### src/ex_isa_pkg.sv
package ex_isa_pkg;

    // Data path widths
    localparam int reg_w      = 32;
    localparam int reg_addr_w = 5;
    localparam int shamt_w    = 5;    // Only the low bits of rs take part in a shift

    typedef logic [reg_w-1:0]      word_t;
    typedef logic [2*reg_w-1:0]    dword_t;   // Full product, HI in the upper half
    typedef logic [reg_addr_w-1:0] reg_addr_t;

    // Operation issued to the execute stage
    typedef enum logic [4:0] {
        OP_NOP,
        // Bitwise logic
        OP_OR,
        OP_AND,
        OP_NOR,
        OP_XOR,
        // Shifts, amount taken from reg1
        OP_SLL,
        OP_SRL,
        OP_SRA,
        // Adder based
        OP_ADD,     // Trapless, write dropped on overflow
        OP_ADDU,
        OP_SUB,     // Same overflow rule as ADD
        OP_SUBU,
        OP_SLT,
        OP_SLTU,
        // Leading bit counts
        OP_CLZ,
        OP_CLO,
        // Multiplies
        OP_MUL,     // Low word to the register file
        OP_MULT,
        OP_MULTU,
        // HI/LO moves
        OP_MFHI,
        OP_MFLO,
        OP_MTHI,
        OP_MTLO
    } alu_op_e;

endpackage

### src/ex_pipe_pkg.sv
package ex_pipe_pkg;

    import ex_isa_pkg::*;

    // What writeback does with a finished record
    typedef enum logic [2:0] {
        RES_REG,     // wdata to the register file
        RES_HILO,    // Both HI and LO
        RES_HI,
        RES_LO,
        RES_MFHI,    // HI read at writeback time
        RES_MFLO
    } res_kind_e;

    // One issued operation
    typedef struct packed {
        alu_op_e   aluop;
        word_t     reg1;
        word_t     reg2;
        reg_addr_t wd;
        logic      wreg;
    } ex_req_t;

    // One finished operation
    typedef struct packed {
        res_kind_e kind;
        word_t     wdata;
        word_t     hi;
        word_t     lo;
        reg_addr_t wd;
        logic      wreg;    // Already low after an ADD/SUB overflow
    } ex_res_t;

endpackage

### src/ex_alu.sv
`timescale 1ns/1ps

module ex_alu import ex_isa_pkg::*, ex_pipe_pkg::*; (
    input  logic    clk_i,
    input  logic    rst_i,
    input  logic    issue_i,
    input  ex_req_t req_i,
    output logic    push_o,
    output ex_res_t res_o
);

    localparam int CNT_W = $clog2(reg_w) + 1;    // Holds 0 to reg_w

    alu_op_e            op;
    word_t              op1;
    word_t              op2;
    logic [shamt_w-1:0] sh;
    word_t              logic_res;
    word_t              shift_res;
    logic               is_sub;
    word_t              op2_mux;
    word_t              sum;
    logic               ov_sum;
    logic               lt_res;
    word_t              cnt_src;
    logic [CNT_W-1:0]   lead_cnt;
    logic               mul_signed;
    word_t              mag1;
    word_t              mag2;
    dword_t             prod_mag;
    dword_t             product;
    ex_res_t            res_next;

    assign op  = req_i.aluop;
    assign op1 = req_i.reg1;
    assign op2 = req_i.reg2;
    assign sh  = op1[shamt_w-1:0];

    always_comb begin
        case (op)
            OP_OR:   logic_res = op1 | op2;
            OP_AND:  logic_res = op1 & op2;
            OP_NOR:  logic_res = ~(op1 | op2);
            OP_XOR:  logic_res = op1 ^ op2;
            default: logic_res = '0;
        endcase
    end

    always_comb begin
        case (op)
            OP_SLL:  shift_res = op2 << sh;
            OP_SRL:  shift_res = op2 >> sh;
            // Sign bits shifted in from the top, zero shift leaves no fill
            OP_SRA:  shift_res = ({reg_w{op2[reg_w-1]}} << (CNT_W'(reg_w) - CNT_W'(sh)))
                                 | (op2 >> sh);
            default: shift_res = '0;
        endcase
    end

    // One adder for add, subtract and signed compare
    assign is_sub  = (op == OP_SUB) || (op == OP_SUBU) || (op == OP_SLT);
    assign op2_mux = is_sub ? (~op2 + 1'b1) : op2;
    assign sum     = op1 + op2_mux;

    // Operands of equal effective sign giving a result of the other sign
    assign ov_sum = (op1[reg_w-1] == (op2[reg_w-1] ^ is_sub))
                    && (sum[reg_w-1] != op1[reg_w-1]);

    assign lt_res = (op == OP_SLT) ?
                    ((op1[reg_w-1] && !op2[reg_w-1])
                     || ((op1[reg_w-1] == op2[reg_w-1]) && sum[reg_w-1])) :
                    (op1 < op2);

    // CLO counts zeros of the inverted word
    assign cnt_src = (op == OP_CLO) ? ~op1 : op1;

    always_comb begin
        logic found;
        found    = 1'b0;
        lead_cnt = '0;
        for (int i = reg_w - 1; i >= 0; i--) begin
            if (cnt_src[i]) begin
                found = 1'b1;
            end else if (!found) begin
                lead_cnt = lead_cnt + 1'b1;
            end
        end
    end

    // Multiply magnitudes, then restore the sign
    assign mul_signed = (op == OP_MUL) || (op == OP_MULT);
    assign mag1       = (mul_signed && op1[reg_w-1]) ? (~op1 + 1'b1) : op1;
    assign mag2       = (mul_signed && op2[reg_w-1]) ? (~op2 + 1'b1) : op2;
    assign prod_mag   = {{reg_w{1'b0}}, mag1} * {{reg_w{1'b0}}, mag2};
    assign product    = (mul_signed && (op1[reg_w-1] ^ op2[reg_w-1])) ?
                        (~prod_mag + 1'b1) : prod_mag;

    always_comb begin
        res_next.kind  = RES_REG;
        res_next.wdata = '0;
        res_next.hi    = '0;
        res_next.lo    = '0;
        res_next.wd    = req_i.wd;
        res_next.wreg  = req_i.wreg;
        case (op)
            OP_OR, OP_AND, OP_NOR, OP_XOR: res_next.wdata = logic_res;
            OP_SLL, OP_SRL, OP_SRA:        res_next.wdata = shift_res;
            OP_ADD, OP_SUB: begin
                res_next.wdata = sum;
                if (ov_sum) begin
                    res_next.wreg = 1'b0;    // Overflow drops the write
                end
            end
            OP_ADDU, OP_SUBU: res_next.wdata = sum;
            OP_SLT, OP_SLTU:  res_next.wdata = word_t'(lt_res);
            OP_CLZ, OP_CLO:   res_next.wdata = word_t'(lead_cnt);
            OP_MUL:           res_next.wdata = product[reg_w-1:0];
            OP_MULT, OP_MULTU: begin
                res_next.kind = RES_HILO;
                res_next.hi   = product[2*reg_w-1:reg_w];
                res_next.lo   = product[reg_w-1:0];
                res_next.wreg = 1'b0;
            end
            OP_MFHI: res_next.kind = RES_MFHI;    // Value filled in at writeback
            OP_MFLO: res_next.kind = RES_MFLO;
            OP_MTHI: begin
                res_next.kind = RES_HI;
                res_next.hi   = op1;
                res_next.wreg = 1'b0;
            end
            OP_MTLO: begin
                res_next.kind = RES_LO;
                res_next.lo   = op1;
                res_next.wreg = 1'b0;
            end
            default: ;
        endcase
    end

    always_ff @(posedge clk_i) begin
        if (rst_i) begin
            push_o <= 1'b0;
        end else begin
            push_o <= issue_i;    // One push per issue
        end
    end

    always_ff @(posedge clk_i) begin
        if (issue_i) begin
            res_o <= res_next;
        end
    end

endmodule

### src/ex_result_fifo.sv
`timescale 1ns/1ps

module ex_result_fifo import ex_pipe_pkg::*; #(
    parameter int FIFO_DEPTH = 4
) (
    input  logic    clk_i,
    input  logic    rst_i,
    input  logic    push_i,
    input  ex_res_t res_i,
    input  logic    pop_i,
    output ex_res_t head_o,
    output logic    nonempty_o,
    output logic    full_o
);

    localparam int PTR_W = $clog2(FIFO_DEPTH);
    localparam int CNT_W = $clog2(FIFO_DEPTH + 1);

    ex_res_t          mem [FIFO_DEPTH];
    logic [PTR_W-1:0] wr_ptr;
    logic [PTR_W-1:0] rd_ptr;
    logic [CNT_W-1:0] count;
    logic             do_push;
    logic             do_pop;

    // Wrap also for depths that are not a power of two
    function automatic logic [PTR_W-1:0] next_ptr(input logic [PTR_W-1:0] ptr);
        if (ptr == PTR_W'(FIFO_DEPTH - 1)) begin
            return '0;
        end
        return ptr + 1'b1;
    endfunction

    assign full_o     = (count == CNT_W'(FIFO_DEPTH));
    assign nonempty_o = (count != '0);
    assign do_pop     = pop_i && nonempty_o;
    assign do_push    = push_i && (!full_o || do_pop);    // Push into a full queue is lost
    assign head_o     = mem[rd_ptr];

    always_ff @(posedge clk_i) begin
        if (do_push) begin
            mem[wr_ptr] <= res_i;
        end
    end

    always_ff @(posedge clk_i) begin
        if (rst_i) begin
            wr_ptr <= '0;
            rd_ptr <= '0;
            count  <= '0;
        end else begin
            if (do_push) begin
                wr_ptr <= next_ptr(wr_ptr);
            end
            if (do_pop) begin
                rd_ptr <= next_ptr(rd_ptr);
            end
            case ({do_push, do_pop})
                2'b10:   count <= count + 1'b1;
                2'b01:   count <= count - 1'b1;
                default: ;    // Both or neither
            endcase
        end
    end

endmodule

### src/ex_writeback.sv
`timescale 1ns/1ps

module ex_writeback import ex_isa_pkg::*, ex_pipe_pkg::*; (
    input  logic      clk_i,
    input  logic      rst_i,
    input  logic      nonempty_i,
    input  logic      stall_i,
    input  ex_res_t   head_i,
    output logic      pop_o,
    output logic      wb_valid_o,
    output logic      wb_wreg_o,
    output reg_addr_t wb_wd_o,
    output word_t     wb_wdata_o,
    output word_t     hi_o,
    output word_t     lo_o
);

    word_t wdata_sel;

    assign pop_o = nonempty_i && !stall_i;

    // Moves from HI/LO see every earlier write, records leave in order
    always_comb begin
        case (head_i.kind)
            RES_MFHI: wdata_sel = hi_o;
            RES_MFLO: wdata_sel = lo_o;
            default:  wdata_sel = head_i.wdata;
        endcase
    end

    always_ff @(posedge clk_i) begin
        if (rst_i) begin
            wb_valid_o <= 1'b0;
            wb_wreg_o  <= 1'b0;
            hi_o       <= '0;
            lo_o       <= '0;
        end else begin
            wb_valid_o <= pop_o;
            wb_wreg_o  <= pop_o && head_i.wreg;    // Only with a valid record
            if (pop_o) begin
                case (head_i.kind)
                    RES_HILO: begin
                        hi_o <= head_i.hi;
                        lo_o <= head_i.lo;
                    end
                    RES_HI:  hi_o <= head_i.hi;
                    RES_LO:  lo_o <= head_i.lo;
                    default: ;
                endcase
            end
        end
    end

    // Write address and data
    always_ff @(posedge clk_i) begin
        if (pop_o) begin
            wb_wd_o    <= head_i.wd;
            wb_wdata_o <= wdata_sel;
        end
    end

endmodule

### src/ex_unit.sv
`timescale 1ns/1ps

module ex_unit import ex_isa_pkg::*, ex_pipe_pkg::*; #(
    parameter int FIFO_DEPTH = 4
) (
    input  logic      clk_i,
    input  logic      rst_i,
    input  logic      issue_i,
    input  ex_req_t   req_i,
    input  logic      stall_i,
    output logic      stallreq_o,
    output logic      wb_valid_o,
    output logic      wb_wreg_o,
    output reg_addr_t wb_wd_o,
    output word_t     wb_wdata_o,
    output word_t     hi_o,
    output word_t     lo_o
);

    logic    alu_push;
    ex_res_t alu_res;
    ex_res_t fifo_head;
    logic    fifo_nonempty;
    logic    wb_pop;

    // Producer
    ex_alu u_alu (
        .clk_i   (clk_i),
        .rst_i   (rst_i),
        .issue_i (issue_i),
        .req_i   (req_i),
        .push_o  (alu_push),
        .res_o   (alu_res)
    );

    ex_result_fifo #(
        .FIFO_DEPTH (FIFO_DEPTH)
    ) u_fifo (
        .clk_i      (clk_i),
        .rst_i      (rst_i),
        .push_i     (alu_push),
        .res_i      (alu_res),
        .pop_i      (wb_pop),
        .head_o     (fifo_head),
        .nonempty_o (fifo_nonempty),
        .full_o     (stallreq_o)    // Queue full stalls issue
    );

    // Consumer, owns HI and LO
    ex_writeback u_wb (
        .clk_i      (clk_i),
        .rst_i      (rst_i),
        .nonempty_i (fifo_nonempty),
        .stall_i    (stall_i),
        .head_i     (fifo_head),
        .pop_o      (wb_pop),
        .wb_valid_o (wb_valid_o),
        .wb_wreg_o  (wb_wreg_o),
        .wb_wd_o    (wb_wd_o),
        .wb_wdata_o (wb_wdata_o),
        .hi_o       (hi_o),
        .lo_o       (lo_o)
    );

endmodule

### config.mk
export PLATFORM = sky130hd
export DESIGN_NAME = ex_unit
export DESIGN_NICKNAME = d
export VERILOG_FILES = /design/src/ex_isa_pkg.sv /design/src/ex_pipe_pkg.sv /design/src/ex_alu.sv /design/src/ex_result_fifo.sv /design/src/ex_writeback.sv /design/src/ex_unit.sv
export SDC_FILE = /design/constraint.sdc
export NUM_CORES = 2
export LEC_CHECK = 0
export BUFFER_PORTS_ARGS = -buffer_cell sky130_fd_sc_hd__buf_2
export CELL_PAD_IN_SITES_DETAIL_PLACEMENT = 1
export CELL_PAD_IN_SITES_GLOBAL_PLACEMENT = 1
export CORE_ASPECT_RATIO = 0.8
export CORE_MARGIN = 2
export CORE_UTILIZATION = 44
export DETAILED_ROUTE_END_ITERATION = 16
export PLACE_DENSITY_LB_ADDON = 0.25
export SYNTH_ARGS = -nofsm -noshare
export SYNTH_HDL_FRONTEND = slang
export SYNTH_SLANG_ARGS = --single-unit
### constraint.sdc
create_clock -name clk_i -period 28.4 [get_ports clk_i]
set_clock_uncertainty 0.1 [all_clocks]
set_input_delay 1.42 -clock clk_i [delete_from_list [all_inputs] [get_ports clk_i]]
set_output_delay 1.42 -clock clk_i [all_outputs]
set_load 0.005 [all_outputs]
======== Word level (Yosys, flattened, before mapping) ========
Memories as Yosys holds them, arrays and structs flattened. A register that Yosys moved wholly into a read port is not among the register bits.
Cells that the tools add are included.
word-level totals
  RAM bits ................................ 420
  input port bits ......................... 79
  flip-flop bits (word level) ............. 216
  logic and storage cells ................. 263
  output and inout bits ................... 104
  memories kept ........................... 1
operators by class
  reductions and logical operators ........ 32
  bitwise operators ....................... 10
  magnitude comparators ................... 1
  shifts and indexed selects .............. 3
  equal/unequal tests ..................... 35
  $add $sub $neg .......................... 40
  muxes and demuxes ....................... 124
  multipliers ............................. 1
memories
  name        words  bits a word  read ports  clocked after memory_dff  write ports  RTL line              text
  u_fifo.mem  4      105          1           1                         1            ex_result_fifo.sv:19  ex_res_t mem [FIFO_DEPTH];
operators by type and width
  cell                   number
  $mux 6                 62
  $pmux 32 s2            3
  $pmux 32 s6            1
  $add 6x1->6 const B    30
  $mux 32                4
  $pmux 32 s4            1
  $not 32->32            3
  $pmux 32 s3            1
  $add 32x1->32 const B  2
  $add 64x1->64 const B  1
  $mul 32x32->64         1
  $mux 64                1
  $not 64->64            1
  $or 32x32->32          2
  $mux 1                 42
  $eq 5x4->1 const B     8
  $eq 5x5->1 const B     7
  $add 32x32->32         1
  $and 32x32->32         1
  $lt 32x32->1           1
  $shl 32x5->32          1
  $shl 32x6->32          1
  $shr 32x5->32          1
  $xor 32x32->32         1
  29 further kinds       69

======== Logic depth before layout (Yosys ltp) ========
  word-level depth ........................ 97
  gate-level depth with buffers ........... 112
  depth with buffers taken out ............ 107

======== Cells and area by module ========
Synthesis repeated with hierarchy kept, for this count alone.
unflattened totals
  cell total of the unflattened synthesis .. 7395
  area, all modules ....................... 71372.2 um^2
by module, submodules not included
  module          cells an instance  area each (um^2)  times used
  ex_alu          6355               51282.9           1
  ex_result_fifo  608                15673.8           1
  ex_writeback    432                4415.5            1

======== Least setup slack after synthesis ========
Ideal clock, no wire load.
  path kind ............................... in2reg
  start point ............................. input port req_i[71] (netlist name)
  end point ............................... register u_alu.res_o[75] (netlist name), data pin
  setup slack ............................. 7.343 ns
  setup time .............................. 0.273 ns
  data arrival time ....................... 20.684 ns
  stages on the path ...................... 112
  path through ............................ buf_2 > and4b_1 > buf_2 > buf_2 > nand2_1 > clkbuf_1 > buf_1 > o21ai_0 > o22ai_1 > ha_1 > a21oi_1 > a21oi_2 > ha_1 > mux2i_1 > inv_1 > ha_1 > mux2i_1 > a21oi_1 > [... 76 more ...] > a21oi_1 > ha_1 > nand2_1 > nand2_1 > ha_1 > mux2i_1 > nor2_1 > a21o_1 > ha_1 > nand2_1 > xnor2_1 > xnor2_1 > and3_1 > nand2_1 > nor2_2 > xnor2_1 > xnor2_1 > o211ai_2
RTL lines
  what                  RTL line       text
  start, declared       ex_unit.sv:9   input ex_req_t req_i,
  end signal, assigned  ex_alu.sv:150  res_o <= res_next;
  end, declared         ex_alu.sv:9    output ex_res_t res_o

==> summary.md <==
| Metric | Value |
|---|---|
| Status | `finished with violations` |
| Failing checks | `max-capacitance violations` |
| DPL Wire Length | `about 230,000 um` |
| Ys flop type | `edfxtp_1` |
| RSZ-0062 raised after global routing | `no` |
| Num rows | `~130` |
| Post-synth EDFFs | `562` |
| Worst-margin pin slew | `between 1000 and 1500 ps` |
| Fmax | `43.05 MHz` |
| Initial antenna violation count | `30` |
| Slew headroom | `0.001880` |
| Vias in the first global route | `59,976` |
| P&R area growth vs syn | `8.087%` |
| Largest net degree at the start of global routing | `77` |
| Final hold vios | `0` |
| Yosys warns | `0` |
| Syn nets | `8,826` |
| Hold_buf cts | `0` |
| # DRC | `0` |
| Per-cell routed wire length | `30.07 um` |
| Root buf cell | `clkbuf_16` |
| Post-CTS setup repair buffer count | `0` |
| CTS clk-pin slew, worst paths | `70 ps` |
| Final nets | `8,846` |
| Die area | `between 0.15 and 0.2 mm2` |
| Post-synth design cell area | `around 0.07 mm2` |
| Hold WC Path Type | `reg2reg` |
| Worst EP arrival | `between 20,000 and 25,000 ps` |
| Synth unique cells | `roughly 100` |
| PortBufs | `182` |
| Layout cells sized above 1 | `0.09808` |
| Via density | `5.996` |
| Startpoint types | `primary input` |
| Critical path class | `in2reg` |
| Starting Density | `0.4444` |
| Sequential area share after synthesis | `0.2590` |
| CP Data Required Time | `28,620 ps` |
| H-tree levels | `2` |
| Initial drt markers | `6,059` |
| Synthesized area per cell | `9.568 um2` |
| Inserted Clock Buffers | `50` |
| All-Layer GR Usage | `0.3506` |
| Grt total ovfl | `0` |
| Min Clock Period, post-route | `23,230 ps` |
| RD Place Congestion | `1.007` |
| Fin crit share | `0.8179` |
| Total Routed Length | `289,400 um` |
| Crit path top cell by count | `ha_1` |
| Die Span Y | `~360 um` |
| Boundary pin count | `183` |
| CTS max path bufs | `3` |
| Core area | `0.1598 mm2` |
| Fin Setup TNS | `0 ps` |
| Die width | `approximately 450 um` |
| Async SR Flop Fraction | `0` |
| CP max FO | `23` |
| Via count | `57,697` |
| CTS tree | `yes` |
| DRT antenna net count | `0` |
| Cts repair resizes | `0` |
| Crit end category | `flip-flop` |
| TritonCTS Sinks | `638` |
| Slowest-stage cell, CP | `ha_1` |
| Count of final setup violators | `0` |
| Worst skew pair latency | `around 620 ps` |
| Final Slew Violations | `0` |
| Crit path largest cell delay | `390 ps` |
| Global-route wire length before repair | `around 420,000 um` |
| Seq cells post-synth | `638` |
| Synth Instances | `7,423` |
| First-pass DRT Iterations | `7` |
| # Max-Cap Violations | `1` |
[area by class of cell]
cell class,instances,area [um2]
flip-flops and latches,638,18410
clock buffers,63,1300
multi-input cells,5267,47540
diodes,11,27.53
clock inverters,30,334.1
well taps,2128,2663
fillers,17974,83040
inverters,1123,4215
repair buffers,363,2287
[registers in the layout, indices dropped and copies added (netlist names), 2 cells and up, named ones only]
signal	flops
u_fifo.mem	420
u_alu.res_o	105
u_wb.hi_o	32
u_wb.lo_o	32
u_wb.wb_wdata_o	32
u_wb.wb_wd_o	5
u_fifo.count	3
u_fifo.rd_ptr	2
u_fifo.wr_ptr	2
[cell families (layout without fill, tap and decap cells)]
family / after synthesis / after routing / share of synthesized area
simple gates: 2308 / 2308 / 0.1388
buf+inv: 1518 / 1579 / 0.08061
fa+ha+maj: 1326 / 1326 / 0.3284
compound gates: 1045 / 1045 / 0.09305
flops: 638 / 638 / 0.2590
xor+xnor: 321 / 321 / 0.04237
mux: 267 / 267 / 0.05771
other cells: 0 / 11 / 0
[cell usage after synthesis, types with 83 or more instances]
| cell | count | area share |
|---|---|---|
| mux4_2 | 112 | 0.036 |
| nor3_1 | 89 | 0.0063 |
| nand3_1 | 83 | 0.0058 |
| nor2_1 | 482 | 0.025 |
| o21ai_0 | 324 | 0.023 |
| xnor2_1 | 239 | 0.029 |
| clkbuf_1 | 340 | 0.018 |
| nand2_1 | 1313 | 0.069 |
| edfxtp_1 | 562 | 0.24 |
| a21oi_1 | 263 | 0.019 |
| mux2i_1 | 135 | 0.019 |
| fa_1 | 898 | 0.25 |
| ha_1 | 426 | 0.075 |
| inv_1 | 1114 | 0.059 |
[metrics by stage]
stage	utilization	setup WS (ps)	instances	instance area (um2)	hold slack, ps
floorplan	-	7343	7423	71030	354.1
global placement	0.4700	5086	9519	75110	359.8
detailed placement	0.4700	4850	9519	75110	367.2
CTS	0.4802	5426	9612	76740	377.1
global route	0.4802	3616	9613	76750	408.1
finish	0.4804	5173	9623	76770	375.7
[per-layer routing]
metal	part of all wire	track usage
met1	0.45	0.5221
met5	0.00036	0
met3	0.093	0.07097
met4	0.028	0.08804
met2	0.43	0.5208
[path summary, 6_finish.rpt]
path / start / end / slack (ps) / depth (start not counted)
max reg2reg: flip-flop / u_wb.wb_wdata_o[23] / 24860 / 5
max: req_i[72] / u_alu.res_o[75] / 5170 / 109
min: u_wb.lo_o[25] / u_wb.lo_o[25] / 380 / 2
min reg2reg: u_wb.lo_o[25] / u_wb.lo_o[25] / 380 / 2
[cells in the final DEF (no fill, tap or decap), types with 20 or more instances in the layout]
master	synthesis	layout
o221ai_1	29	29
and2_1	76	72
nand2b_1	32	30
inv_1	1114	1113
fa_1	898	898
or2_2	21	21
a21o_1	62	62
a221oi_1	27	27
xnor2_1	239	166
a31oi_1	26	26
dfxtp_1	76	74
o31ai_1	31	31
mux2i_1	135	133
nor2_1	482	477
edfxtp_1	562	562
o21ai_0	324	323
nor4_1	29	29
nor2b_1	33	33
o211ai_1	24	24
a21oi_1	263	263
nand3_1	83	82
or3_1	34	33
o21a_1	26	26
xnor2_2	5	78
nand4_1	26	26
mux2_2	20	20
buf_4	1	182
buf_2	7	180
a211oi_1	34	34
nand2_1	1313	1313
o22ai_1	20	20
and3_1	35	31
mux4_2	112	112
xor2_1	66	66
clkbuf_16	0	50
ha_1	426	426
nor3_1	89	87
[worst max-delay path, delay by kind of cell]
| kind | cells | cell delay (ps) |
|---|---|---|
| AOI/OAI and AO/OA | 30 | 5390 |
| adders and majority gates | 27 | 8480 |
| and+or+nand+nor | 22 | 2560 |
| muxes | 18 | 3660 |
| xor gates and xnor gates | 4 | 700 |
| buffers and inverters | 8 | 1190 |
Power is left out: the tool's default activity adds up to more than one toggle a clock period on the data nets, which glitch-free logic cannot reach.
